<file path="src/hw/ts_pkg.sv">
package ts_pkg;

	// layers walked per line, in walk order
	localparam int layers = 6;
	localparam int lyr_tm = 0;
	localparam int lyr_s0 = 1;
	localparam int lyr_t0 = 2;
	localparam int lyr_s1 = 3;
	localparam int lyr_t1 = 4;
	localparam int lyr_s2 = 5;

	// DRAM word address and on-chip memory sizes
	localparam int gfx_addr_w = 21;
	localparam int sfile_aw = 8;
	localparam int tmb_aw = 9;

	// descriptor index that closes every sprite layer
	localparam logic [sfile_aw-1:0] sfile_last = 8'd255;

	typedef struct packed {
		logic       yflp;
		logic       leap;
		logic       act;
		logic       spare;
		logic [2:0] ysz;
		logic [8:0] ycrd;
	} sfile_r0_t;

	typedef struct packed {
		logic       xflp;
		logic [2:0] spare;
		logic [2:0] xsz;
		logic [8:0] xcrd;
	} sfile_r1_t;

	typedef struct packed {
		logic [3:0]  pal;
		logic [11:0] tnum;
	} sfile_r2_t;

	// one sprite file word, meaning depends on walker phase
	typedef union packed {
		sfile_r0_t r0;
		sfile_r1_t r1;
		sfile_r2_t r2;
	} sfile_word_u;

	typedef struct packed {
		logic        yflp;
		logic        xflp;
		logic [1:0]  pal;
		logic [11:0] tnum;
	} tile_desc_t;

endpackage

</file>
<file path="src/hw/ts_task_if.sv">
`timescale 1ns/1ps

interface ts_task_if;
	// one-cycle task strobe, only while rdy is high
	logic       go;
	// renderer idle
	logic       rdy;
	// graphics page, bitmap line and 8-pixel column
	logic [7:0] page;
	logic [8:0] line;
	logic [5:0] addr;
	// line buffer start position, size in 8-pixel steps
	logic [8:0] x;
	logic [2:0] xs;
	logic       xf;
	logic [3:0] pal;

	modport seq (output go, page, line, addr, x, xs, xf, pal, input rdy);

	modport rend (input go, page, line, addr, x, xs, xf, pal, output rdy);

endinterface

</file>
<file path="src/hw/video_ts_render.sv">
`timescale 1ns/1ps

module video_ts_render #(
	parameter int lb_x_w = 9
) (
	input  logic                          clk,
	input  logic                          rst_n,
	ts_task_if.rend                       tsk,
	output logic                          gfx_req,
	output logic [ts_pkg::gfx_addr_w-1:0] gfx_addr,
	input  logic                          gfx_next,
	input  logic [15:0]                   gfx_rdata,
	output logic                          lb_we,
	output logic [lb_x_w-1:0]             lb_addr,
	output logic [7:0]                    lb_data
);
	import ts_pkg::*;

	typedef enum logic [1:0] {r_idle, r_fetch, r_pix} r_state_t;

	r_state_t          state;
	logic [7:0]        page_r;
	logic [8:0]        line_r;
	logic [5:0]        addr_r;
	logic [lb_x_w-1:0] x_r;
	logic [2:0]        xs_r;
	logic              xf_r;
	logic [3:0]        pal_r;
	logic [15:0]       data_r;
	logic [3:0]        wcnt;
	logic [1:0]        slot;
	logic [3:0]        wlast;
	logic [3:0]        woff;
	logic [6:0]        word;
	logic [3:0]        nib;

	assign tsk.rdy = state == r_idle;
	assign gfx_req = state == r_fetch;

	// two words per 8 pixels, flipped tasks walk from the far end
	assign wlast    = {xs_r, 1'b1};
	assign woff     = xf_r ? (wlast - wcnt) : wcnt;
	assign word     = {addr_r, 1'b0} + {3'b000, woff};
	// line bits 8:6 overlap the page field and are added
	assign gfx_addr = {page_r, 13'd0} + gfx_addr_w'({line_r, word});

	// high nibble first, low nibble first when flipped
	assign nib     = xf_r ? data_r[{slot, 2'b00} +: 4] : data_r[{~slot, 2'b00} +: 4];
	assign lb_we   = (state == r_pix) && (nib != 4'd0);
	assign lb_addr = x_r + lb_x_w'({wcnt, slot});
	assign lb_data = {pal_r, nib};

	always_ff @(posedge clk or negedge rst_n)
	begin
		if (!rst_n)
		begin
			state <= r_idle;
			wcnt  <= '0;
			slot  <= '0;
		end
		else
		begin
			case (state)
				r_idle:
					if (tsk.go)
					begin
						state <= r_fetch;
						wcnt  <= '0;
					end
				r_fetch:
					if (gfx_next)
					begin
						state <= r_pix;
						slot  <= '0;
					end
				r_pix:
				begin
					slot <= slot + 2'd1;
					if (slot == 2'd3)
					begin
						if (wcnt == wlast)
							state <= r_idle;
						else
						begin
							wcnt  <= wcnt + 4'd1;
							state <= r_fetch;
						end
					end
				end
				default:
					state <= r_idle;
			endcase
		end
	end

	always_ff @(posedge clk)
	begin
		if (state == r_idle && tsk.go)
		begin
			page_r <= tsk.page;
			line_r <= tsk.line;
			addr_r <= tsk.addr;
			x_r    <= lb_x_w'(tsk.x);
			xs_r   <= tsk.xs;
			xf_r   <= tsk.xf;
			pal_r  <= tsk.pal;
		end
		if (state == r_fetch && gfx_next)
			data_r <= gfx_rdata;
	end

endmodule

</file>
<file path="src/flat_wrapper.sv">
// flat-port wrapper written by rule: the top's interface ports become plain ports
module video_ts_render_flat import ts_pkg::*;
#(
	parameter int lb_x_w = 9
)
  (clk, rst_n, gfx_req, gfx_addr, gfx_next, gfx_rdata, lb_we, lb_addr, lb_data, tsk_go, tsk_page, tsk_line, tsk_addr, tsk_x, tsk_xs, tsk_xf, tsk_pal, tsk_rdy);
  ts_task_if tsk_i ();
  input  logic clk;
  input  logic rst_n;
  output logic gfx_req;
  output logic [ts_pkg::gfx_addr_w-1:0] gfx_addr;
  input  logic gfx_next;
  input  logic [15:0] gfx_rdata;
  output logic lb_we;
  output logic [lb_x_w-1:0] lb_addr;
  output logic [7:0] lb_data;
  input wire logic [$bits(tsk_i.go)-1:0] tsk_go;
  input wire logic [$bits(tsk_i.page)-1:0] tsk_page;
  input wire logic [$bits(tsk_i.line)-1:0] tsk_line;
  input wire logic [$bits(tsk_i.addr)-1:0] tsk_addr;
  input wire logic [$bits(tsk_i.x)-1:0] tsk_x;
  input wire logic [$bits(tsk_i.xs)-1:0] tsk_xs;
  input wire logic [$bits(tsk_i.xf)-1:0] tsk_xf;
  input wire logic [$bits(tsk_i.pal)-1:0] tsk_pal;
  output wire logic [$bits(tsk_i.rdy)-1:0] tsk_rdy;
  assign tsk_i.go = tsk_go;
  assign tsk_i.page = tsk_page;
  assign tsk_i.line = tsk_line;
  assign tsk_i.addr = tsk_addr;
  assign tsk_i.x = tsk_x;
  assign tsk_i.xs = tsk_xs;
  assign tsk_i.xf = tsk_xf;
  assign tsk_i.pal = tsk_pal;
  assign tsk_rdy = tsk_i.rdy;
  video_ts_render #(.lb_x_w(lb_x_w)) u_core (.clk(clk), .rst_n(rst_n), .tsk(tsk_i), .gfx_req(gfx_req), .gfx_addr(gfx_addr), .gfx_next(gfx_next), .gfx_rdata(gfx_rdata), .lb_we(lb_we), .lb_addr(lb_addr), .lb_data(lb_data));
endmodule
</file>
<file path="config.mk">
export PLATFORM = sky130hd
export DESIGN_NAME = video_ts_render_flat
export DESIGN_NICKNAME = d
export VERILOG_FILES = /design/src/hw/ts_pkg.sv /design/src/hw/ts_task_if.sv /design/src/hw/video_ts_render.sv /design/src/flat_wrapper.sv
export SDC_FILE = /design/constraint.sdc
export NUM_CORES = 1
export LEC_CHECK = 0
export BUFFER_PORTS_ARGS = -buffer_cell sky130_fd_sc_hd__buf_2
export CORE_MARGIN = 4
export CORE_UTILIZATION = 35
export CTS_BUF_LIST = sky130_fd_sc_hd__clkbuf_4 sky130_fd_sc_hd__clkbuf_8
export DETAILED_ROUTE_END_ITERATION = 8
export GPL_TIMING_DRIVEN = 0
export PLACE_DENSITY = 0.68
export SLEW_MARGIN = 30
export SYNTH_ARGS = -nofsm -noshare
export SYNTH_HDL_FRONTEND = slang
export SYNTH_SLANG_ARGS = --single-unit
</file>
<file path="constraint.sdc">
create_clock -name clk -period 3.78 [get_ports clk]
set_input_delay 0.378 -clock clk [delete_from_list [all_inputs] [get_ports clk]]
set_output_delay 0.378 -clock clk [all_outputs]
set_load 0.02 [all_outputs]
</file>
Word level (Yosys, flattened, before mapping)
Cells that the tools add are included.

word-level totals
  bits in registers = 64
  bits in latches = 0
  bits in writable memories = 0
  memory bits (read-only) = 0
  bits of input ports = 60
  output and inout bits = 41
  logic and storage cells = 51
  memories kept = 0

cells by class
  add/subtract/negate cells = 6
  multiply operators = 0
  div/mod/pow operators = 0
  $lt $le $gt $ge = 0
  equality and inequality tests = 8
  shift-type cells = 2
  muxes and demuxes = 13
  bitwise gates (word level) = 1
  reductions and logical operators = 10

operator list
  operator               count
  $shiftx A16 B5 Y4      2
  $add A21 B16 Y21       1
  $mux W4                5
  $add A9 B6 Y9          1
  $mux W2                4
  $pmux W4 S2            1
  $add A7 B4 Y7          1
  $ne A2 B2 Y1 const B   3
  $pmux W2 S3            1
  $add A4 B1 Y4 const B  1
  $eq A2 B2 Y1 const B   2
  $eq A4 B4 Y1           1
  $pmux W2 S2            1
  $reduce_and A4 Y1      1
  $reduce_bool A2 Y1     2
  $reduce_bool A4 Y1     1
  $sub A4 B4 Y4          1
  $logic_and A1 B1 Y1    3
  $reduce_and A3 Y1      1
  $add A2 B1 Y2 const B  1
  $eq A2 B1 Y1 const B   1
  $logic_not A2 Y1       1
  $ne A2 B1 Y1 const B   1
  $not A2 Y2             1
  2 further kinds        2

Logic depth before layout (Yosys ltp)
  word-level depth = 5
  gate-level depth with buffers = 11
  mapped depth without buffers = 11

Worst setup path before layout
No wires, ideal clock.

  path type = register -> register
  start = reg u_core.state[0]
  end = reg u_core.wcnt[0]
  library setup time = 0.135 ns
  arrival time = 2.642 ns
  required time = 3.645 ns
  path slack = 1.003 ns
  stages on the path, launching flop included = 5
  path buffers = 0
  clock period less this slack = 2.777 ns
  cells stage by stage = dfrtp_1 nand2b_1 nor2_1 nand3b_1 o21ai_0

on the way
  cells in the longest elaborated chain, start to end = 3

ends and longest elaborated chain
  item                                                                        line                   source
  start, declared                                                             video_ts_render.sv:21  r_state_t state;
  start signal, assigned                                                      video_ts_render.sv:57  state <= r_idle;
  start signal, assigned                                                      video_ts_render.sv:67  state <= r_fetch;
  start signal, assigned                                                      video_ts_render.sv:73  state <= r_pix;
  $eq A2 B2 Y1 / $logic_not A2 Y1 (equally long branches)                     video_ts_render.sv:63  case (state)
  $ne A2 B2 Y1 (no source line) / $reduce_bool A2 Y1 (equally long branches)  -
  $reduce_and A4 Y1 (no source line)                                          -
  end signal, assigned                                                        video_ts_render.sv:85  wcnt <= wcnt + 4'd1;
  end, declared                                                               video_ts_render.sv:30  logic [3:0] wcnt;

Several ways; a longest one is shown, not always the timed one.
A chain may end at the register's enable or synchronous reset.

Worst setup path after layout
  start = reg u_core.wcnt[1]
  end = out gfx_addr[5] (netlist name)

on the way
  cells in the longest elaborated chain, start to end = 4

ends and longest elaborated chain
  item                line                   source
  $sub A4 B4 Y4       video_ts_render.sv:42  assign woff = xf_r ? (wlast - wcnt) : wcnt;
  $mux W4 *           video_ts_render.sv:42
  $add A7 B4 Y7 *     video_ts_render.sv:43  assign word = {addr_r, 1'b0} + {3'b000, woff};
  $add A21 B16 Y21 *  video_ts_render.sv:45  assign gfx_addr = {page_r, 13'd0} + gfx_addr_w'({line_r, word});
  end, declared       flat_wrapper.sv:11     output logic [ts_pkg::gfx_addr_w-1:0] gfx_addr;

Every way passes the cells marked *; elsewhere a longest branch is shown, timed or not.

==> out/metrics.yaml <==
setup_path:
  critPathBufInv: 2
  end_kind: "output pin"
  critical-path-slowest-cell: "sky130_fd_sc_hd__dfrtp_1"
  max_fo_critical_path: 6
  rr_worst_depth: 5
  timing.critical_path.from_type: "register"
  critical_path_cell_count: 11
  worstPathArrival_ns: 2.78
  worst_path_dominant_cell_family: "adder cells"
  critical-path-top-cell-by-count: "sky130_fd_sc_hd__xnor2_1"
  path_class: "register to output pin"
  crit_chain: "ha_1 > inv_1 > fa_1 > xnor2_1 > nand2_1 > xnor2_1 > ha_1 > nor2b_1 > o21ai_0 > xnor2_1 > buf_2"
  required_ns: 3.40
  cp_slowest_stage_delay_ns: 0.46
die:
  floorplan.initialDensity_pct: 36.6
  die_x_um: 101
  num_rows: 33
  dieArea_um2: 10300
  floorplan.io_pins: 101
  core-area_um2: 8340
  die_y_um: 101
power_and_ir_drop:
  power.share.switching_pct: 38.4
  clockPowerShare_pct: 18.6
  power.total_uw: 2660
  power.static_leakage_uw: 0.00167
  power.share.combinational_pct: 42.2
  power_switching_uw: 1020
  power_report.internal_total_uw: 1640
  power_frac_seq_pct: 39.2
  worst_voltage_drop_across_the_vdd_grid_mv: 0.234
  pwr_density_cell_nw_per_um2: 684
synth:
  post_synth_inst_count: 213
  number_of_enable_flip_flop_cells_after_synthesis: 56
  synth.largest_area_cell: "sky130_fd_sc_hd__edfxtp_1"
  ys_seq_area_share_pct: 61.6
  fraction_of_registers_with_async_set_reset_pct: 12.5
  ys_top_cells_by_area: "sky130_fd_sc_hd__edfxtp_1 (55%), sky130_fd_sc_hd__dfrtp_1 (6.6%), sky130_fd_sc_hd__ha_1 (6.6%)"
  yosys_warnings: 0
  mappedNetlistArea_um2: 3050
  synth.top_cell.area_share_pct: 55.1
  compound_gate_fraction_of_synth_area_pct: 7.58
  synth-adder-area-share_pct: 9.18
  synthMuxAreaShare_pct: 3.73
  mappedNetlistNets: 293
  ys_seq_elements: 64
  synth_top_family_by_area: "adder cells"
  ys_dominant_reg_cell: "sky130_fd_sc_hd__edfxtp_1"
  post_synth_xor_area_fraction_pct: 6.64
  avgSynthCellArea_um2: 14.3
  yosysUniqueCellTypes: 36
  synthSimpleGateAreaFrac_pct: 7.21
detailed_routing:
  antenna_left: 0
  drt-pass1-iter-count: 4
  route.detailed.vias_per_inst: 4.64
  route.vias.total: 2025
  remaining_routing_drc_violations: 0
  drt_iter0_markers: 43
  routed_wirelength_mm: 6.22
  drt-wirelength-per-cell_um: 14.3
cells_and_area:
  area_growth_pct: 27.5
  layout.cell_area.non_filler_um2: 3890
  num_antenna_cells: 0
  finalNetCount: 406
  nFillCells: 812
  multi_input_area_um2: 1060
  layout.area.seq_um2: 1880
  final_layout_size_suffix_gt1_share_pct: 38.4
cts:
  cts-buffers-inserted: 9
  worst_skew_pair.late_latency_ns: 0.33
  tritoncts: "yes"
  clock-root-buffer: "sky130_fd_sc_hd__clkbuf_8"
  clk_path_buf_depth: 2
  clock-sinks: 64
  cts_htree_levels: 3
  post_cts.resized_instances: 0
  cts.reportedPaths.clkPinSlew_ns: 0.07
placement:
  postPlaceCellArea_um2: 3720
  place.port_buffers: 100
  sum_of_net_half_perimeters_after_detailed_placement_mm: 4.92
  routabilityCongestion: 0.809
timing:
  drv_slew: 0
  max_slew.worst_pin.slew_ns: 0.691
  max_freq_mhz: 317
  rsz0062_at_grt: "no"
  period_share_pct: 83.5
  timing.clock.skew_ns: 0.00988
  setup_viol_count_final: 0
  setup-tns-final_ns: 0
  min_period_ns: 3.16
  timing.slew.headroom_pct: 53.8
  timing_hold_violations_final: 0
status:
  status: "completed"
global_route:
  grt_max_degree: 24
  first_global_vias: 2053
  grt_use_total_pct: 12.3
  global_route.overflow_total: 0
  wire_length_of_the_first_global_routing_pass_mm: 9.51
  antenna_found_initial: 0
min_path:
  timing.hold.worst.class: "input pin to register"
  hold_path_depth: 1
job:
  cap_violations: 0
path summary, 6_finish.rpt:
kind,slack [ns],end,start
worst max-delay path,0.62,gfx_addr[5],u_core.wcnt[1]
worst min-delay path,0.21,u_core.pal_r[1],tsk_pal[1]
max in group asynchronous,3.16,u_core.wcnt[1],rst_n
worst max register to register,2.03,u_core.wcnt[0],u_core.state[0]
worst min register to register,0.63,u_core.wcnt[2],u_core.wcnt[2]
min in group asynchronous,0.45,u_core.wcnt[2],rst_n
synth_stat cells, types with 3 or more instances:
cell type / instances
sky130_fd_sc_hd__edfxtp_1: 56
sky130_fd_sc_hd__inv_1: 18
sky130_fd_sc_hd__ha_1: 16
sky130_fd_sc_hd__xnor2_1: 14
sky130_fd_sc_hd__nand2_1: 10
sky130_fd_sc_hd__nor2_1: 9
sky130_fd_sc_hd__dfrtp_1: 8
sky130_fd_sc_hd__o21ai_0: 8
sky130_fd_sc_hd__a21oi_1: 7
sky130_fd_sc_hd__buf_4: 6
sky130_fd_sc_hd__nor2b_1: 6
sky130_fd_sc_hd__xor2_1: 6
sky130_fd_sc_hd__a21o_1: 5
sky130_fd_sc_hd__nand2b_1: 5
sky130_fd_sc_hd__fa_1: 4
sky130_fd_sc_hd__o211ai_1: 4
sky130_fd_sc_hd__and3_1: 3
sky130_fd_sc_hd__mux4_2: 3
area by class of cell:
type | instances | area share, %
timing repair buffer | 102 | 13.8
clock inverter | 5 | 0.611
inverter | 18 | 1.74
buffer | 7 | 1.45
sequential | 64 | 48.3
multi-input combinational | 124 | 27.1
tap | 105 | 3.37
clock buffer | 11 | 3.57
cell families after synthesis:
kind of cell	Yosys count
DFF	64
and+or+nand+nor	43
AOI/OAI and AO/OA	34
buffers and inverters	25
xor gates and xnor gates	21
adders and majority gates	20
muxes	6
per-layer routing:
metal / wire length (um) / global-route usage [%] / vias to the layer above
met3: 227 / 3.17 / 13
met5: 0 / 0 / -
met4: 144 / 5.73 / 0
li1: - / - / 1003
met2: 3390 / 21.8 / 46
met1: 2460 / 13.8 / 963
stage by stage:
stage | hold WS (ns) | cells | util, % | setup slack [ns]
floorplan | 0.0824 | 213 | - | 1.00
global placement | 0.231 | 418 | 44.2 | 0.179
detailed placement | 0.233 | 419 | 44.6 | 0.907
CTS | 0.198 | 436 | 46.7 | 0.537
global route | 0.190 | 436 | 46.7 | 0.412
finish | 0.212 | 436 | 46.7 | 0.624
worst reg2reg max path, cell delays in order (launching register included):
cell	delay [ns]
sky130_fd_sc_hd__dfrtp_1	0.41
sky130_fd_sc_hd__nand2b_1	0.21
sky130_fd_sc_hd__nor2_4	0.55
sky130_fd_sc_hd__buf_16	0.25
sky130_fd_sc_hd__nand3b_1	0.12
sky130_fd_sc_hd__o21ai_0	0.08
timing repair:
item                      4_1_cts  5_1_grt
setup buffers                   0        0
hold endpoints to repair        8        0
hold buffers                    1        0
power groups by stage:
stage | logic, uW | clock network (uW) | registers (uW)
after floorplan | 782 | 0 | 1050
after global placement | 1100 | 0 | 1060
after detailed placement | 1140 | 0 | 1060
after CTS | 1150 | 511 | 1040
after global routing | 1230 | 540 | 1060
final | 1120 | 496 | 1040
sequential cells by signal, summed over array words and instances, names as in the netlist:
name	flops
u_core.data_r	16
u_core.line_r	9
u_core.x_r	9
u_core.page_r	8
u_core.addr_r	6
u_core.pal_r	4
u_core.wcnt	4
u_core.xs_r	3
u_core.slot	2
u_core.state	2
u_core.xf_r	1
cells in the final DEF, fill, tap and decap left out, types with 2 or more instances in the layout:
cell type	Yosys	final
sky130_fd_sc_hd__xor2_1	6	6
sky130_fd_sc_hd__fa_1	4	4
sky130_fd_sc_hd__xnor2_1	14	14
sky130_fd_sc_hd__clkbuf_8	0	9
sky130_fd_sc_hd__clkinv_1	0	3
sky130_fd_sc_hd__mux4_2	3	3
sky130_fd_sc_hd__buf_2	0	100
sky130_fd_sc_hd__nor3_1	2	2
sky130_fd_sc_hd__and3_1	3	3
sky130_fd_sc_hd__nand2_1	10	10
sky130_fd_sc_hd__edfxtp_1	56	56
sky130_fd_sc_hd__inv_1	18	18
sky130_fd_sc_hd__nor2_1	9	8
sky130_fd_sc_hd__nand2b_1	5	5
sky130_fd_sc_hd__nand3b_1	2	2
sky130_fd_sc_hd__o2111ai_1	2	2
sky130_fd_sc_hd__clkbuf_4	0	2
sky130_fd_sc_hd__a21o_1	5	5
sky130_fd_sc_hd__or3_1	2	2
sky130_fd_sc_hd__o21a_1	2	2
sky130_fd_sc_hd__nor2b_1	6	6
sky130_fd_sc_hd__buf_4	6	6
sky130_fd_sc_hd__nand3_1	2	2
sky130_fd_sc_hd__o21ai_0	8	8
sky130_fd_sc_hd__a21oi_1	7	7
sky130_fd_sc_hd__ha_1	16	16
sky130_fd_sc_hd__mux2i_1	2	2
sky130_fd_sc_hd__dfrtp_1	8	8
sky130_fd_sc_hd__o211ai_1	4	4
(Power assumes the default switching activity.)
