**config.mk**
```make
export PLATFORM = sky130hd
export DESIGN_NAME = video_ts_flat
export DESIGN_NICKNAME = d
export VERILOG_FILES = /design/src/hw/ts_pkg.sv /design/src/hw/ts_task_if.sv /design/src/hw/video_ts.sv /design/src/flat_wrapper.sv
export SDC_FILE = /design/constraint.sdc
export NUM_CORES = 1
export LEC_CHECK = 0
export BUFFER_PORTS_ARGS = -buffer_cell sky130_fd_sc_hd__buf_2
export CAP_MARGIN = 20
export CORE_MARGIN = 2
export CORE_UTILIZATION = 29
export DETAILED_ROUTE_END_ITERATION = 8
export PLACE_DENSITY = 0.57
export SYNTH_ARGS = -nofsm -noshare
export SYNTH_HDL_FRONTEND = slang
export SYNTH_SLANG_ARGS = --single-unit
```
**constraint.sdc**
```tcl
create_clock -name clk -period 7.2 [get_ports clk]
set_input_delay 0.72 -clock clk [delete_from_list [all_inputs] [get_ports clk]]
set_output_delay 0.72 -clock clk [all_outputs]
set_load 0.02 [all_outputs]
```
**src/hw/ts_pkg.sv**
```systemverilog
package ts_pkg;

	// layers walked per line, in walk order
	localparam int layers = 6;
	localparam int lyr_tm = 0;
	localparam int lyr_s0 = 1;
	localparam int lyr_t0 = 2;
	localparam int lyr_s1 = 3;
	localparam int lyr_t1 = 4;
	localparam int lyr_s2 = 5;

	// DRAM word address and on-chip memory sizes
	localparam int gfx_addr_w = 21;
	localparam int sfile_aw = 8;
	localparam int tmb_aw = 9;

	// descriptor index that closes every sprite layer
	localparam logic [sfile_aw-1:0] sfile_last = 8'd255;

	typedef struct packed {
		logic       yflp;
		logic       leap;
		logic       act;
		logic       spare;
		logic [2:0] ysz;
		logic [8:0] ycrd;
	} sfile_r0_t;

	typedef struct packed {
		logic       xflp;
		logic [2:0] spare;
		logic [2:0] xsz;
		logic [8:0] xcrd;
	} sfile_r1_t;

	typedef struct packed {
		logic [3:0]  pal;
		logic [11:0] tnum;
	} sfile_r2_t;

	// one sprite file word, meaning depends on walker phase
	typedef union packed {
		sfile_r0_t r0;
		sfile_r1_t r1;
		sfile_r2_t r2;
	} sfile_word_u;

	typedef struct packed {
		logic        yflp;
		logic        xflp;
		logic [1:0]  pal;
		logic [11:0] tnum;
	} tile_desc_t;

endpackage

```
**src/hw/ts_task_if.sv**
```systemverilog
`timescale 1ns/1ps

interface ts_task_if;
	// one-cycle task strobe, only while rdy is high
	logic       go;
	// renderer idle
	logic       rdy;
	// graphics page, bitmap line and 8-pixel column
	logic [7:0] page;
	logic [8:0] line;
	logic [5:0] addr;
	// line buffer start position, size in 8-pixel steps
	logic [8:0] x;
	logic [2:0] xs;
	logic       xf;
	logic [3:0] pal;

	modport seq (output go, page, line, addr, x, xs, xf, pal, input rdy);

	modport rend (input go, page, line, addr, x, xs, xf, pal, output rdy);

endinterface

```
**src/hw/video_ts.sv**
```systemverilog
`timescale 1ns/1ps

module video_ts (
	input  logic                          clk,
	input  logic                          rst_n,
	input  logic                          start,
	input  logic [8:0]                    line,
	input  logic                          v_ts,
	input  logic                          v_pf,
	input  logic [7:0]                    tsconf,
	input  logic [7:0]                    t0gpage,
	input  logic [7:0]                    t1gpage,
	input  logic [7:0]                    sgpage,
	input  logic [7:0]                    tmpage,
	input  logic [5:0]                    num_tiles,
	input  logic [8:0]                    t0x_offs,
	input  logic [8:0]                    t1x_offs,
	input  logic [8:0]                    t0y_offs,
	input  logic [8:0]                    t1y_offs,
	input  logic [1:0]                    t0_palsel,
	input  logic [1:0]                    t1_palsel,
	output logic [ts_pkg::sfile_aw-1:0]   sfile_raddr,
	input  ts_pkg::sfile_word_u           sfile_rdata,
	output logic [ts_pkg::tmb_aw-1:0]     tmb_waddr,
	output logic                          tmb_we,
	output logic [ts_pkg::tmb_aw-1:0]     tmb_raddr,
	input  ts_pkg::tile_desc_t            tmb_rdata,
	output logic                          tm_req,
	output logic [ts_pkg::gfx_addr_w-1:0] tm_addr,
	input  logic                          tm_next,
	ts_task_if.seq                        tsk
);
	import ts_pkg::*;

	typedef enum logic [2:0] {sp_a0, sp_r0, sp_a1, sp_r1, sp_r2} sp_state_t;

	logic s_en;
	logic t1_en;
	logic t0_en;
	logic t1z_en;
	logic t0z_en;

	logic [layers-1:0] layer;
	logic [layers-1:0] layer_act;
	logic [layers-1:0] layer_skip;
	logic [layers-1:0] layer_en;
	logic [layers-1:0] layer_ok;
	logic [layers-1:0] layer_end;

	logic [4:0] tm_x;
	logic [4:0] tm_last;
	logic       tm_done;
	logic       tm_end;
	logic       tm_layer;
	logic [8:0] tm_line;
	logic [5:0] tm_row;

	logic [1:0] t_layer;
	logic       t_sel;
	logic       t_cur;
	logic [5:0] tx;
	logic       t_vld;
	logic       t_done;
	logic       t_act;
	logic       t_step;
	logic       t_layer_end;
	logic [1:0] tile_end;
	logic       tile_go;
	logic [8:0] tx_offs;
	logic [2:0] ty_offs;
	logic [4:0] t_line;
	logic [8:0] tile_line;

	sp_state_t  sp_state;
	logic [7:0] sbase;
	logic [2:0] s_layer;
	logic       s_cur;
	logic       s_last;
	logic       s_ok;
	logic       s_skip;
	logic       s_layer_end;
	logic [2:0] spr_end;
	logic       sprite_go;
	logic       spr_sel;
	logic       s_leap_r;
	logic [5:0] s_off_r;
	logic [8:0] spr_x_r;
	logic [2:0] spr_xs_r;
	logic       spr_xf_r;
	logic [8:0] s_line;
	logic [5:0] s_ymax;
	logic [5:0] s_off;
	logic [8:0] spr_line;

	assign s_en   = tsconf[7];
	assign t1_en  = tsconf[6];
	assign t0_en  = tsconf[5];
	assign t1z_en = tsconf[3];
	assign t0z_en = tsconf[2];

	// layer walker, one-hot position plus per-layer skip flags
	assign layer_en = {s_en, t1_en, s_en, t0_en, s_en, t1_en | t0_en};
	assign layer_ok = {{(layers-1){v_ts}}, v_pf};

	always_comb
	begin
		layer_end         = '0;
		layer_end[lyr_tm] = tm_end;
		layer_end[lyr_s0] = spr_end[0];
		layer_end[lyr_t0] = tile_end[0];
		layer_end[lyr_s1] = spr_end[1];
		layer_end[lyr_t1] = tile_end[1];
		layer_end[lyr_s2] = spr_end[2];
	end

	always_ff @(posedge clk or negedge rst_n)
	begin
		if (!rst_n)
		begin
			layer      <= '0;
			layer_act  <= '0;
			layer_skip <= '1;
		end
		else if (start)
		begin
			layer      <= layers'(1);
			layer_act  <= '0;
			layer_skip <= ~(layer_en & layer_ok);
		end
		else
		begin
			if (|(layer & layer_skip))
				layer <= layer << 1;
			layer_act  <= layer & ~layer_skip;
			layer_skip <= layer_skip | layer_end;
		end
	end

	// tilemap prefetch, 16 lines ahead, 8 words per plane
	assign tm_line   = line + 9'd16;
	assign tm_layer  = tm_x[3];
	assign tm_row    = tm_line[8:3] + (tm_layer ? t1y_offs[8:3] : t0y_offs[8:3]);
	assign tm_last   = t1_en ? 5'd16 : 5'd8;
	assign tm_done   = tm_x == tm_last;
	assign tm_req    = layer_act[lyr_tm] && !tm_done;
	assign tm_end    = layer_act[lyr_tm] && tm_done;
	assign tm_addr   = {tmpage, tm_row, tm_layer, tm_line[2:0], tm_x[2:0]};
	assign tmb_we    = tm_req && tm_next;
	assign tmb_waddr = {tm_line[4:3], tm_line[2:0], tm_x[2:0], tm_layer};

	always_ff @(posedge clk or negedge rst_n)
	begin
		if (!rst_n)
			tm_x <= '0;
		else if (start)
			tm_x <= t0_en ? 5'd0 : 5'd8;
		else if (tmb_we)
			tm_x <= tm_x + 5'd1;
	end

	// tile walker, t_vld marks tmb_rdata valid for tx
	assign t_sel     = t_layer[0];
	assign t_cur     = (t_layer[0] && layer_act[lyr_t0]) || (t_layer[1] && layer_act[lyr_t1]);
	assign tx_offs   = t_sel ? t0x_offs : t1x_offs;
	assign ty_offs   = t_sel ? t0y_offs[2:0] : t1y_offs[2:0];
	assign t_line    = line[4:0] + {2'b00, ty_offs};
	assign tmb_raddr = {t_line[4:3], tx + tx_offs[8:3], ~t_sel};
	// tile 0 is see-through unless zero-enable is set for the plane
	assign t_act     = (tmb_rdata.tnum != '0) || (t_sel ? t0z_en : t1z_en);
	assign t_done    = tx == num_tiles;
	assign t_layer_end = t_cur && t_done;
	assign tile_end  = {2{t_layer_end}} & t_layer;
	assign tile_go   = t_vld && t_act && tsk.rdy;
	assign t_step    = t_vld && (!t_act || tsk.rdy);
	assign tile_line = {tmb_rdata.tnum[11:6], t_line[2:0] ^ {3{tmb_rdata.yflp}}};

	always_ff @(posedge clk or negedge rst_n)
	begin
		if (!rst_n)
		begin
			t_layer <= '0;
			tx      <= '0;
			t_vld   <= 1'b0;
		end
		else if (start)
		begin
			t_layer <= t0_en ? 2'b01 : 2'b10;
			tx      <= '0;
			t_vld   <= 1'b0;
		end
		else
		begin
			if (t_layer_end)
			begin
				t_layer <= t_layer << 1;
				tx      <= '0;
			end
			else if (t_step)
				tx <= tx + 6'd1;
			t_vld <= t_cur && !t_done && !t_step;
		end
	end

	// sprite walker, sbase points at r0 of the current sprite
	assign s_cur  = |(s_layer & {layer_act[lyr_s2], layer_act[lyr_s1], layer_act[lyr_s0]});
	assign s_last = sbase == sfile_last;
	assign s_line = line - sfile_rdata.r0.ycrd;
	assign s_ymax = {sfile_rdata.r0.ysz, 3'b111};
	assign s_ok   = sfile_rdata.r0.act && (s_line <= {3'b000, s_ymax});
	assign s_off  = sfile_rdata.r0.yflp ? (s_ymax - s_line[5:0]) : s_line[5:0];
	assign s_skip = (sp_state == sp_r0) && !s_ok;
	assign sprite_go   = (sp_state == sp_r2) && tsk.rdy;
	assign s_layer_end = (s_skip && sfile_rdata.r0.leap) || (sprite_go && s_leap_r);
	assign spr_end     = ({3{s_layer_end}} & s_layer) | {3{s_last}};
	assign spr_line    = {sfile_rdata.r2.tnum[11:6], 3'b000} + {3'b000, s_off_r};

	always_comb
	begin
		case (sp_state)
			sp_a1:        sfile_raddr = sbase + 8'd1;
			sp_r1, sp_r2: sfile_raddr = sbase + 8'd2;
			default:      sfile_raddr = sbase;
		endcase
	end

	always_ff @(posedge clk or negedge rst_n)
	begin
		if (!rst_n)
		begin
			sp_state <= sp_a0;
			sbase    <= '0;
			s_layer  <= '0;
		end
		else if (start)
		begin
			sp_state <= sp_a0;
			sbase    <= '0;
			s_layer  <= 3'b001;
		end
		else
		begin
			if (s_layer_end)
				s_layer <= s_layer << 1;
			case (sp_state)
				sp_a0:
					if (s_cur && !s_last)
						sp_state <= sp_r0;
				sp_r0:
					if (s_ok)
						sp_state <= sp_a1;
					else
					begin
						sp_state <= sp_a0;
						sbase    <= sbase + 8'd3;
					end
				sp_a1:
					sp_state <= sp_r1;
				sp_r1:
					sp_state <= sp_r2;
				sp_r2:
					if (tsk.rdy)
					begin
						sp_state <= sp_a0;
						sbase    <= sbase + 8'd3;
					end
				default:
					sp_state <= sp_a0;
			endcase
		end
	end

	always_ff @(posedge clk)
	begin
		if (sp_state == sp_r0)
		begin
			s_leap_r <= sfile_rdata.r0.leap;
			s_off_r  <= s_off;
		end
		if (sp_state == sp_r1)
		begin
			spr_x_r  <= sfile_rdata.r1.xcrd;
			spr_xs_r <= sfile_rdata.r1.xsz;
			spr_xf_r <= sfile_rdata.r1.xflp;
		end
	end

	// task fields, sprites or tiles by active layer
	assign spr_sel  = layer_act[lyr_s0] || layer_act[lyr_s1] || layer_act[lyr_s2];
	assign tsk.go   = sprite_go || tile_go;
	assign tsk.page = spr_sel ? sgpage : (t_sel ? t0gpage : t1gpage);
	assign tsk.line = spr_sel ? spr_line : tile_line;
	assign tsk.addr = spr_sel ? sfile_rdata.r2.tnum[5:0] : tmb_rdata.tnum[5:0];
	assign tsk.x    = spr_sel ? spr_x_r : ({tx, 3'b000} - {6'd0, tx_offs[2:0]});
	assign tsk.xs   = spr_sel ? spr_xs_r : 3'd0;
	assign tsk.xf   = spr_sel ? spr_xf_r : tmb_rdata.xflp;
	assign tsk.pal  = spr_sel ? sfile_rdata.r2.pal
		: {(t_sel ? t0_palsel : t1_palsel), tmb_rdata.pal};

endmodule

```
**src/flat_wrapper.sv**
```systemverilog
// flat-port wrapper written by rule: the top's interface ports become plain ports
module video_ts_flat import ts_pkg::*;
  (clk, rst_n, start, line, v_ts, v_pf, tsconf, t0gpage, t1gpage, sgpage, tmpage, num_tiles, t0x_offs, t1x_offs, t0y_offs, t1y_offs, t0_palsel, t1_palsel, sfile_raddr, sfile_rdata, tmb_waddr, tmb_we, tmb_raddr, tmb_rdata, tm_req, tm_addr, tm_next, tsk_go, tsk_page, tsk_line, tsk_addr, tsk_x, tsk_xs, tsk_xf, tsk_pal, tsk_rdy);
  ts_task_if tsk_i ();
  input  logic clk;
  input  logic rst_n;
  input  logic start;
  input  logic [8:0] line;
  input  logic v_ts;
  input  logic v_pf;
  input  logic [7:0] tsconf;
  input  logic [7:0] t0gpage;
  input  logic [7:0] t1gpage;
  input  logic [7:0] sgpage;
  input  logic [7:0] tmpage;
  input  logic [5:0] num_tiles;
  input  logic [8:0] t0x_offs;
  input  logic [8:0] t1x_offs;
  input  logic [8:0] t0y_offs;
  input  logic [8:0] t1y_offs;
  input  logic [1:0] t0_palsel;
  input  logic [1:0] t1_palsel;
  output logic [ts_pkg::sfile_aw-1:0] sfile_raddr;
  input  ts_pkg::sfile_word_u sfile_rdata;
  output logic [ts_pkg::tmb_aw-1:0] tmb_waddr;
  output logic tmb_we;
  output logic [ts_pkg::tmb_aw-1:0] tmb_raddr;
  input  ts_pkg::tile_desc_t tmb_rdata;
  output logic tm_req;
  output logic [ts_pkg::gfx_addr_w-1:0] tm_addr;
  input  logic tm_next;
  output wire logic [$bits(tsk_i.go)-1:0] tsk_go;
  output wire logic [$bits(tsk_i.page)-1:0] tsk_page;
  output wire logic [$bits(tsk_i.line)-1:0] tsk_line;
  output wire logic [$bits(tsk_i.addr)-1:0] tsk_addr;
  output wire logic [$bits(tsk_i.x)-1:0] tsk_x;
  output wire logic [$bits(tsk_i.xs)-1:0] tsk_xs;
  output wire logic [$bits(tsk_i.xf)-1:0] tsk_xf;
  output wire logic [$bits(tsk_i.pal)-1:0] tsk_pal;
  input wire logic [$bits(tsk_i.rdy)-1:0] tsk_rdy;
  assign tsk_go = tsk_i.go;
  assign tsk_page = tsk_i.page;
  assign tsk_line = tsk_i.line;
  assign tsk_addr = tsk_i.addr;
  assign tsk_x = tsk_i.x;
  assign tsk_xs = tsk_i.xs;
  assign tsk_xf = tsk_i.xf;
  assign tsk_pal = tsk_i.pal;
  assign tsk_i.rdy = tsk_rdy;
  video_ts u_core (.clk(clk), .rst_n(rst_n), .start(start), .line(line), .v_ts(v_ts), .v_pf(v_pf), .tsconf(tsconf), .t0gpage(t0gpage), .t1gpage(t1gpage), .sgpage(sgpage), .tmpage(tmpage), .num_tiles(num_tiles), .t0x_offs(t0x_offs), .t1x_offs(t1x_offs), .t0y_offs(t0y_offs), .t1y_offs(t1y_offs), .t0_palsel(t0_palsel), .t1_palsel(t1_palsel), .sfile_raddr(sfile_raddr), .sfile_rdata(sfile_rdata), .tmb_waddr(tmb_waddr), .tmb_we(tmb_we), .tmb_raddr(tmb_raddr), .tmb_rdata(tmb_rdata), .tm_req(tm_req), .tm_addr(tm_addr), .tm_next(tm_next), .tsk(tsk_i));
endmodule
```
[Word level (Yosys, flattened, before mapping)]
Index checks and enable logic that the tools add are counted.
Storage, ports and cells
  input port bits: 134
  output and inout port bits: 90
  logic and storage cells: 136
  register bits: 66
Cells by class
  eq/ne operators: 10
  $lt $le $gt $ge: 1
  reduce and logical (&&, ||, !) cells: 43
  bitwise logic cells: 13
  add/subtract/negate cells: 13
  muxes and demuxes: 41
Operators with widths (number)
  6-bit 2-to-1 mux: 10
  8-bit 2-to-1 mux: 5
  8-bit one-hot mux with 2 select lines: 2
  9-bit 2-to-1 mux: 3
  3-bit 2-to-1 mux: 7
  6-bit bitwise AND: 3
  1-bit logical AND: 17
  8-bit by 2-bit adder with 8-bit output, second input constant: 2
  5-bit 2-to-1 mux: 3
  3-bit one-hot mux with 5 select lines: 1
  6-bit adder: 2
  6-bit inverter: 2
  12-bit nonzero test: 1
  2-bit 2-to-1 mux: 5
  9-bit by 5-bit adder with 9-bit output, second input constant: 1
  9-bit by 6-bit adder with 9-bit output: 1
  9-bit by 6-bit less-or-equal comparator with 1-bit output: 1
  9-bit by 3-bit subtractor with 9-bit output: 1
  9-bit subtractor: 1
  8-bit by 1-bit adder with 8-bit output, second input constant: 1
  8-bit == test, second input constant: 1
  4-bit 2-to-1 mux: 2
  2-bit nonzero test: 4
  1-bit logical OR: 7
  27 further kinds: 38

[Logic depth before layout (Yosys ltp)]
Gate-level depths: netlist (run 1).
  word-level depth: 11
  mapped depth: 16
  depth with buffers taken out: 16

[Worst setup path before layout (run 1)]
No wires, ideal clock.
  path kind: input -> register
  from: input port line[0]
  to: register u_core.s_layer[1]
  stages: 16
  setup slack: 3.541 ns
  arrival time: 3.580 ns
  path through: inv_1 > ha_1 > fa_1 > nand2b_1 > nand2b_1 > a21oi_1 > xor2_1 > inv_1 > ha_1 > nor4bb_1 > and3_1 > o21ai_1 > a221oi_4 > nand2_4 > a32oi_4 > mux2i_1
On the way
  cells in the longest elaborated chain, start to end: 8
RTL lines
  start, declared: line flat_wrapper.sv:8  | input logic [8:0] line;
  9-bit subtractor: line video_ts.sv:207  | assign s_line = line - sfile_rdata.r0.ycrd;
  9-bit by 6-bit less-or-equal comparator with 1-bit output: line video_ts.sv:209  | assign s_ok = sfile_rdata.r0.act && (s_line <= {3'b000, s_ymax});
  1-bit logical AND: line video_ts.sv:209
  1-bit zero test: line video_ts.sv:211  | assign s_skip = (sp_state == sp_r0) && !s_ok;
  1-bit logical AND: line video_ts.sv:211
  1-bit logical AND: line video_ts.sv:213  | assign s_layer_end = (s_skip && sfile_rdata.r0.leap) || (sprite_go && s_leap_r);
  1-bit logical OR: line video_ts.sv:213
  2-bit nonzero test (no source line)
  end signal, assigned: line video_ts.sv:243  | s_layer <= s_layer << 1;
  end, declared: line video_ts.sv:76  | logic [2:0] s_layer;
Every way passes these cells.
A chain may end at the register's enable or synchronous reset.

[Worst setup path in the final report (run 1)]
  from: input port line[0]
  to: register u_core.s_layer[2]
The elaborated chain is that of the path after synthesis.

==> impl_table.tex, run 1 <==
\begin{tabular}{lr}
\hline
Metric & Value \\
\hline
\multicolumn{2}{l}{\textbf{CTS}} \\
\quad H-Tree Depth & 3 \\
\quad Post-CTS setup-driven buffer insertion count & 0 \\
\quad Clock insertion delay at the later pin of the skew report & 340 ps \\
\quad Clock tree from TritonCTS & done \\
\quad PostCTS Resize Cnt & 0 \\
\quad Clock Pin Slew Worst Setup and Hold Paths & 60 ps \\
\quad Clock sink count & 66 \\
\quad Number of buffers created by CTS & 9 \\
\quad Hold\_buf cts & 0 \\
\quad CTS Root Cell & sky130\_fd\_sc\_hd\_\_clkbuf\_16 \\
\quad Maximum root-to-sink buffer count & 2 \\
\multicolumn{2}{l}{\textbf{Worst setup path}} \\
\quad Top delay family on crit path & compound AO/OA/AOI/OAI gates \\
\quad Cells traversed along the worst timing path & buf\_2 > inv\_1 > ha\_1 > fa\_1 > nand2b\_1 > nand2b\_1 > a21oi\_1 > xor2\_1 > inv\_1 > ha\_1 > nor4bb\_1 > and3\_1 > o21ai\_1 > a221oi\_4 > nand2\_4 > a32oi\_4 > mux2i\_1 \\
\quad Kind of launch point of the worst setup path & input port \\
\quad Critical path endpoint category & register \\
\quad Reg-to-reg startpoint & u\_core.sp\_state[0]\$\_DFFE\_PN0P\_ \\
\quad Critical-path maximum fanout & 6 \\
\quad Depth of the worst register-to-register path & 7 \\
\quad CP bufs+invs & 3 \\
\quad Slack of the worst reg-to-reg path & 4620 ps \\
\quad Crit path required time & 7460 ps \\
\quad Arrival time worst endpoint & 4090 ps \\
\quad Crit path launch & line[0] \\
\quad Cell with the largest stage delay on the worst path & sky130\_fd\_sc\_hd\_\_fa\_1 \\
\quad Reg-to-reg critical path endpoint & u\_core.sbase[5]\$\_DFFE\_PN0P\_ \\
\quad Worst setup path class & in2reg \\
\quad Crit path largest cell delay & 390 ps \\
\multicolumn{2}{l}{\textbf{Power and ir drop}} \\
\quad Static leakage & 0.003322 µW \\
\quad Worst IR drop on VDD & 0.1164 mV \\
\quad Power per cell area & 183.7 mW/mm² \\
\quad Total power draw & 1259 µW \\
\multicolumn{2}{l}{\textbf{STA}} \\
\quad Peak Freq & 0.2611 GHz \\
\quad Actual slew at the worst max-slew pin & 915.6 ps \\
\quad Clock period minus final worst setup slack & 3830 ps \\
\quad RSZ-0062 raised after global routing & no \\
\quad Relative slew margins & 38.96\% \\
\quad Worst Skew & 9.344 ps \\
\quad Worst Hold Margin & 469.2 ps \\
\quad Final TNS setup & 0 ps \\
\quad Number of max-slew violations in the final report & 0 \\
\quad Endpoints failing setup & 0 \\
\quad Hold Vio Cnt, Final & 0 \\
\quad Share of the clock period used by the worst path & 53.20\% \\
\multicolumn{2}{l}{\textbf{Global route}} \\
\quad Number of global-route vias before repair & 4631 \\
\quad Wire length of the first global-routing pass & 23650 µm \\
\quad Largest net degree at the start of global routing & 58 \\
\quad Global-route usage over all layers & 14.97\% \\
\quad Initial antenna violation count & 0 \\
\quad Total congestion overflow & 0 \\
\multicolumn{2}{l}{\textbf{Floorplan}} \\
\quad Number of I/O pins & 224 \\
\quad Floorplan die area & 0.02005 mm² \\
\quad Floorplan row count & 50 \\
\quad Height of the chip & 141.6 µm \\
\quad Die width & 141.6 µm \\
\quad Placeable core area & 0.01864 mm² \\
\quad Effective utilization at floorplan & 29.45\% \\
\multicolumn{2}{l}{\textbf{Synth}} \\
\quad Post-synth net total & 794 \\
\quad Number of synthesized register bits & 66 \\
\quad Mean post-synth cell area & 8.927 µm² \\
\quad Post-Synthesis Cell Area & 0.005490 mm² \\
\quad Top flip-flop cell by instance count after synthesis & sky130\_fd\_sc\_hd\_\_dfrtp\_1 \\
\quad Largest cells by area after synthesis & sky130\_fd\_sc\_hd\_\_dfrtp\_1 18\%, sky130\_fd\_sc\_hd\_\_edfxtp\_1 11\%, sky130\_fd\_sc\_hd\_\_ha\_1 8.9\%, sky130\_fd\_sc\_hd\_\_xnor2\_1 7.2\%, sky130\_fd\_sc\_hd\_\_nand2\_1 4.3\% \\
\quad Count of synthesis-stage warnings from yosys & 0 \\
\quad Syn Inst Count & 615 \\
\quad Share of flip-flops with an asynchronous set or reset & 69.70\% \\
\quad Seq/Total Area, Yosys & 32.04\% \\
\quad Number of flops mapped to enable cells by yosys & 20 \\
\quad Synth area leader & sky130\_fd\_sc\_hd\_\_dfrtp\_1 \\
\quad Post-synth cell types & 55 \\
\quad Top cell type's share of synthesized area & 18.23\% \\
\multicolumn{2}{l}{\textbf{Cells and area}} \\
\quad Layout cells sized above 1 & 32.78\% \\
\quad N\_diodes & 0 \\
\quad Final-layout fill cell count & 1909 \\
\quad Number of nets in the final layout & 961 \\
\quad FF/Latch Area & 0.001759 mm² \\
\quad Area occupied by multi-input gates & 0.003329 mm² \\
\quad Non-filler cells in the finished layout & 1021 \\
\quad P\&R area growth vs syn & 24.86\% \\
\multicolumn{2}{l}{\textbf{Place}} \\
\quad HPWL after DPL & 11680 µm \\
\quad Count of input and output buffers & 204 \\
\quad RD Place Congestion & 0.7827 \\
\quad Dpl cells & 1005 \\
\multicolumn{2}{l}{\textbf{Detailed routing}} \\
\quad Remaining design rule violation count & 0 \\
\quad Number of iterations in the first detailed-routing pass & 5 \\
\quad Number of vias per cell & 4.693 \\
\quad Wirelength per Cell & 14.63 µm \\
\quad Wirelength, routed & 14940 µm \\
\quad Total number of vias & 4792 \\
\quad Residual antenna-violating net count after detailed routing & 0 \\
\quad Initial detailed-routing violation count & 194 \\
\multicolumn{2}{l}{\textbf{Outcome}} \\
\quad Status & finished, final reports clean \\
\multicolumn{2}{l}{\textbf{Flow run}} \\
\quad Max Cap Violations & 0 \\
\multicolumn{2}{l}{\textbf{Hold path}} \\
\quad Class of the tightest hold or removal check & in2async \\
\hline
\end{tabular}
layout by cell type, fill, tap and decap left out, drive strengths merged, types with 8 or more instances in the layout:
cell,count
buf,207
nand2,64
xnor2,45
nor2,44
dfrtp,40
ha,39
a21oi,38
inv,36
o21ai,35
mux2i,23
edfxtp,20
nor2b,19
mux2,17
xor2,16
nand3,12
nand2b,11
clkbuf,10
a21o,9
o21a,9
nor3,8
Yosys cell counts, drive strengths merged (2+ instances only):
cell,instances
mux2,17
dfrtp,40
nand2,64
or3,3
ha,39
nor3,8
nor3b,3
fa,6
a222oi,2
a211oi,6
edfxtp,20
o31ai,2
and2,6
inv,34
and3,7
nor2,44
nand3,12
nand3b,2
or2,2
a21oi,38
o21a,9
a22oi,2
mux2i,23
dfstp,6
xnor2,45
nor4,7
a31oi,4
xor2,16
buf,25
a21o,9
nor2b,19
nand2b,11
nand4,5
o21ai,35
o21bai,2
clkbuf,26
o221ai,3
worst register-to-register path, cell delays in order, from the launching register on:
cell and delay (ps):
sky130_fd_sc_hd__dfrtp_1 510, sky130_fd_sc_hd__nor2b_1 190, sky130_fd_sc_hd__nor2b_1 720, sky130_fd_sc_hd__nor2_1 170, sky130_fd_sc_hd__or2_2 320, sky130_fd_sc_hd__a21oi_2 260, sky130_fd_sc_hd__nand3_1 110, sky130_fd_sc_hd__nor3b_1 140
routing by layer:
metal	vias to the layer above	GRT usage [%]	share of wire, %
li1	2437	-	-
met1	2198	21.03	50
met2	138	23.33	43
met3	19	3.071	5.6
met4	0	4.316	1.4
met5	-	0	0
area by class of cell:
cell class                      instances  share of cell area, %
Clock buffer                           10                  3.486
Clock inverter                          6                 0.9308
Inverter                               34                  1.862
Multi-Input combinational cell        464                  48.57
Sequential cell                        66                  25.66
Tap cell                              234                  4.271
Timing Repair Buffer                  207                  15.22
kinds of logic after synthesis:
| group | share of synthesized area, % |
|---|---|
| flip-flops | 32.04 |
| AND/OR/NAND/NOR | 17.71 |
| XOR/XNOR | 9.731 |
| adder cells (fa/ha/maj) | 11.08 |
| buffers and inverters | 7.429 |
| multiplexers | 7.680 |
| AO/OA/AOI/OAI | 14.33 |
sequential cells by signal (all words and copies together), names as in the netlist, 5 cells and up:
register           count
u_core.s_off_r         6
u_core.spr_x_r         9
u_core.tx              6
u_core.layer_act       6
u_core.tm_x            5
u_core.layer_skip      6
u_core.layer           6
u_core.sbase           8
how the worst max path moves through the flow:
| stage | to | slack [ps] | cells past startpoint |
|---|---|---|---|
| detailed placement | u_core.s_layer[1]$_DFFE_PN0P_ | 3000 | 17 |
| global route | u_core.s_layer[2]$_DFFE_PN0P_ | 3010 | 17 |
| finish | u_core.s_layer[2]$_DFFE_PN0P_ | 3370 | 17 |
| floorplan | u_core.s_layer[1]$_DFFE_PN0P_ | 3540 | 16 |
| CTS | u_core.s_layer[2]$_DFFE_PN0P_ | 3340 | 17 |
| global placement | u_core.s_layer[2]$_DFFE_PN0P_ | 3060 | 17 |
stage by stage:
stage | setup slack [ps] | utilization, % | cell area, µm²
2_1_floorplan | 3541 | - | 5490
3_3_place_gp | 3058 | 35.15 | 6553
3_5_place_dp | 3001 | 35.15 | 6553
4_1_cts | 3337 | 36.77 | 6855
5_1_grt | 3008 | 36.77 | 6855
6_report | 3370 | 36.77 | 6855
power by group:
group	total, µW	internal (µW)	switching, µW
Sequential	413	402	11.3
Combinational	390	159	231
Clock	456	278	177
Total	1260	840	420
(Power assumes the default switching activity.)
==> run 2, diff against run 1 <==
--- a/config.mk
+++ b/config.mk
@@ -10,7 +10,7 @@
 export CORE_MARGIN = 2
 export CORE_UTILIZATION = 29
 export DETAILED_ROUTE_END_ITERATION = 8
-export PLACE_DENSITY = 0.57
+export PLACE_DENSITY = 0.59
 export SYNTH_ARGS = -nofsm -noshare
 export SYNTH_HDL_FRONTEND = slang
 export SYNTH_SLANG_ARGS = --single-unit
==> constraint.sdc (replaced) <==
create_clock -name clk -period 3.3 [get_ports clk]
set_input_delay 0.33 -clock clk [delete_from_list [all_inputs] [get_ports clk]]
set_output_delay 0.33 -clock clk [all_outputs]
set_load 0.02 [all_outputs]
==> run 2 against run 1 <==
  * Routed wire length increased by 4.7%
  * Core utilization is 1.2 points higher
  * Final cell count grew 2.2%
  * Sequential cell count unchanged
  * Global-route usage rose by 0.68 points
  * Clock power grew 100%
  * Critical path type unchanged
  * Critical endpoint is now u_core.sbase[7]$_DFFE_PN0P_
==> impl_table.tex, run 2 (synthesis gave the netlist of run 1 again) <==
\begin{tabular}{lr}
\hline
Metric & Value \\
\hline
\multicolumn{2}{l}{\textbf{Outcome}} \\
\quad Status & finished, final reports clean (unchanged) \\
\multicolumn{2}{l}{\textbf{STA}} \\
\quad Number of max-slew violations in the final report & 0 (unchanged) \\
\quad Actual slew at the worst max-slew pin & 910.0 ps (was 915.6 ps) \\
\quad Hold Vio Cnt, Final & 0 (unchanged) \\
\quad Relative slew margins & 39.33\% (was 38.96\%) \\
\quad Endpoints failing setup & 0 (unchanged) \\
\quad Clock period minus final worst setup slack & 3091 ps \\
\quad Final TNS setup & 0 ps (unchanged) \\
\quad Worst Hold Margin & 50.62 ps (was 469.2 ps) \\
\quad Share of the clock period used by the worst path & 93.66\% \\
\quad Peak Freq & 0.3236 GHz \\
\quad Crit path setup slack, layout & 209.4 ps (was 3370 ps) \\
\quad Worst Skew & 7.502 ps (was 9.344 ps) \\
\multicolumn{2}{l}{\textbf{CTS}} \\
\quad Maximum root-to-sink buffer count & 2 (unchanged) \\
\quad Hold\_buf cts & 0 (unchanged) \\
\quad Clock sink count & 66 (unchanged) \\
\quad H-Tree Depth & 3 (unchanged) \\
\quad Number of buffers created by CTS & 9 (unchanged) \\
\quad CTS Root Cell & sky130\_fd\_sc\_hd\_\_clkbuf\_16 (unchanged) \\
\quad Clock Pin Slew Worst Setup and Hold Paths & 60 ps (about the same) \\
\quad Clock insertion delay at the later pin of the skew report & 330 ps (was 340 ps) \\
\quad Clock tree from TritonCTS & done (unchanged) \\
\multicolumn{2}{l}{\textbf{Cells and area}} \\
\quad Final-layout fill cell count & 1909 (unchanged) \\
\quad Number of nets in the final layout & 984 (was 961) \\
\quad Flip-flop count of the largest register, all copies and words added & 9 (unchanged) \\
\quad FF/Latch Area & 0.001759 mm² (unchanged) \\
\quad Layout cells sized above 1 & 35.60\% (was 32.78\%) \\
\quad P\&R area growth vs syn & 28.85\% (was 24.86\%) \\
\quad Largest registers & u\_core.spr\_x\_r (9), u\_core.sbase (8) (unchanged) \\
\quad Register with the most flip-flops & u\_core.spr\_x\_r (unchanged) \\
\quad Most common cell after layout, fill and taps aside & sky130\_fd\_sc\_hd\_\_buf\_2 (unchanged) \\
\quad Most used cells in the layout excluding fill and tap cells & 204 x sky130\_fd\_sc\_hd\_\_buf\_2, 63 x sky130\_fd\_sc\_hd\_\_nand2\_1, 45 x sky130\_fd\_sc\_hd\_\_xnor2\_1 (unchanged) \\
\quad N\_diodes & 0 (unchanged) \\
\quad Area occupied by multi-input gates & 0.003388 mm² (was 0.003329 mm²) \\
\multicolumn{2}{l}{\textbf{Floorplan}} \\
\quad Die width & 141.6 µm (unchanged) \\
\quad Floorplan row count & 50 (unchanged) \\
\quad Placeable core area & 0.01864 mm² (unchanged) \\
\quad Floorplan die area & 0.02005 mm² (unchanged) \\
\quad Effective utilization at floorplan & 29.45\% (unchanged) \\
\quad Number of I/O pins & 224 (unchanged) \\
\quad Height of the chip & 141.6 µm (unchanged) \\
\multicolumn{2}{l}{\textbf{Global route}} \\
\quad Largest net degree at the start of global routing & 58 (unchanged) \\
\quad Initial antenna violation count & 0 (unchanged) \\
\quad Number of global-route vias before repair & 4704 (was 4631) \\
\quad Global-route usage over all layers & 15.65\% (was 14.97\%) \\
\quad Total congestion overflow & 0 (unchanged) \\
\quad Wire length of the first global-routing pass & 24630 µm (was 23650 µm) \\
\multicolumn{2}{l}{\textbf{Place}} \\
\quad Count of input and output buffers & 204 (unchanged) \\
\quad HPWL after DPL & 12320 µm (was 11680 µm) \\
\quad RD Place Congestion & 0.8129 (was 0.7827) \\
\quad Worst slack at placement & -220.9 ps (was 3001 ps) \\
\multicolumn{2}{l}{\textbf{Worst setup path}} \\
\quad Reg-to-reg startpoint & u\_core.t\_layer[0]\$\_DFFE\_PN0P\_ (was u\_core.sp\_state[0]\$\_DFFE\_PN0P\_) \\
\quad Worst setup path class & in2reg (unchanged) \\
\quad Crit path largest cell delay & 350 ps (was 390 ps) \\
\quad Crit path launch & line[0] (unchanged) \\
\quad Crit path required time & 3500 ps (was 7460 ps) \\
\quad Arrival time worst endpoint & 3290 ps (was 4090 ps) \\
\quad Kind of launch point of the worst setup path & input port (unchanged) \\
\quad Critical path endpoint category & register (unchanged) \\
\quad Critical-path maximum fanout & 5 (was 6) \\
\quad Cell with the largest stage delay on the worst path & sky130\_fd\_sc\_hd\_\_fa\_2 (was sky130\_fd\_sc\_hd\_\_fa\_1) \\
\quad Cells traversed along the worst timing path & buf\_2 > inv\_1 > ha\_1 > fa\_2 > nand2b\_1 > nand2b\_1 > a21oi\_1 > xor2\_1 > inv\_1 > ha\_1 > nor4bb\_4 > and3\_1 > o21ai\_2 > a221oi\_4 > buf\_6 > buf\_4 > a21oi\_4 > a21oi\_2 > nor3b\_2 (was buf\_2 > inv\_1 > ha\_1 > fa\_1 > nand2b\_1 > nand2b\_1 > a21oi\_1 > xor2\_1 > inv\_1 > ha\_1 > nor4bb\_1 > and3\_1 > o21ai\_1 > a221oi\_4 > nand2\_4 > a32oi\_4 > mux2i\_1) \\
\multicolumn{2}{l}{\textbf{Detailed routing}} \\
\quad Remaining design rule violation count & 0 (unchanged) \\
\quad Wirelength per Cell & 15.00 µm (was 14.63 µm) \\
\quad Number of vias per cell & 4.758 (was 4.693) \\
\quad Total number of vias & 4963 (was 4792) \\
\quad Initial detailed-routing violation count & 262 (was 194) \\
\quad Number of iterations in the first detailed-routing pass & 6 (was 5) \\
\quad Residual antenna-violating net count after detailed routing & 0 (unchanged) \\
\quad Wirelength, routed & 15640 µm (was 14940 µm) \\
\multicolumn{2}{l}{\textbf{Power and ir drop}} \\
\quad Int Power & 1833 µW (was 839.6 µW) \\
\quad Static leakage & 0.003449 µW (was 0.003322 µW) \\
\quad Net switching power & 911.6 µW (was 419.6 µW) \\
\quad Power per cell area & 388.0 mW/mm² (was 183.7 mW/mm²) \\
\quad Relative contribution of sequential cells to total power & 32.9\% (was 32.8\%) \\
\quad Portion of total power attributed to the clock network & 33.7\% (was 36.2\%) \\
\quad Switching Share & 33.21\% (was 33.32\%) \\
\quad Part of the total power dissipated in combinational logic & 33.4\% (was 31.0\%) \\
\quad Worst IR drop on VDD & 0.2490 mV (was 0.1164 mV) \\
\multicolumn{2}{l}{\textbf{Hold path}} \\
\quad Class of the tightest hold or removal check & in2async (unchanged) \\
\multicolumn{2}{l}{\textbf{Flow run}} \\
\quad Max Cap Violations & 0 (unchanged) \\
\hline
\end{tabular}
run 2: changes by cell type in the layout (fill, tap and decap cells not counted), sizes merged:
cell    before  now
buf        207  230
bufinv       1    0
clkinv       3    2
clkbuf      10   11
run 2: layout make-up:
| cell class | instances | share of cell area, % |
|---|---|---|
| clock buffer | 11 | 3.732 |
| clock inverter | 4 | 0.3184 |
| inverter | 34 | 1.804 |
| multi-input combinational | 464 | 47.90 |
| sequential | 66 | 24.87 |
| tap | 234 | 4.139 |
| timing repair buffer | 230 | 17.24 |
run 2: worst max-delay path, delay by kind of cell:
family | cells | cell delay (ps)
compound gates | 5 | 660
fa+ha+maj | 3 | 880
buf+inv | 5 | 470
xor+xnor | 1 | 170
simple gates | 5 | 780
run 2: power by group through the flow:
stage	registers (µW)	clock network (µW)	logic, µW
3_3_place_gp	919	0	886
2_1_floorplan	905	0	597
4_1_cts	904	950	903
5_1_grt	907	982	1010
3_5_place_dp	919	0	896
6_report	904	925	915
run 2: metrics by stage:
stage	util [%]	instances	power [µW]	instance area, µm²
2_1_floorplan	-	615	1502	5490
3_3_place_gp	36.03	1027	1805	6718
3_5_place_dp	36.03	1027	1815	6718
4_1_cts	37.57	1042	2757	7004
5_1_grt	37.95	1043	2899	7074
6_report	37.95	1043	2745	7074
run 2: final timing paths:
path	endpoint	slack, ps	cells after the start
worst min register to register	u_core.layer_act[3]$_DFF_PN0_	510	1
worst max register to register	u_core.tx[5]$_DFFE_PN0P_	860	8
worst min-delay path	u_core.tx[3]$_DFFE_PN0P_	50	1
worst max-delay path	u_core.sbase[7]$_DFFE_PN0P_	210	19
min in group clk	u_core.layer_skip[4]$_DFF_PN1_	190	2
max in group asynchronous	u_core.layer[1]$_DFFE_PN0P_	2550	2
run 2: repair_timing:
action | CTS | global route
endpoints found under the hold margin | 0 | 0
setup buffers | 0 | 1
setup endpoints to repair | 0 | 14
gates resized for setup | 0 | 12
run 2: routing by layer:
metal / GRT usage [%] / part of all wire, % / vias to the layer above
li1: - / - / 2480
met1: 21.45 / 49 / 2332
met2: 25.52 / 45 / 136
met3: 2.599 / 4.8 / 15
met4: 4.421 / 1.3 / 0
met5: 0 / 0 / -
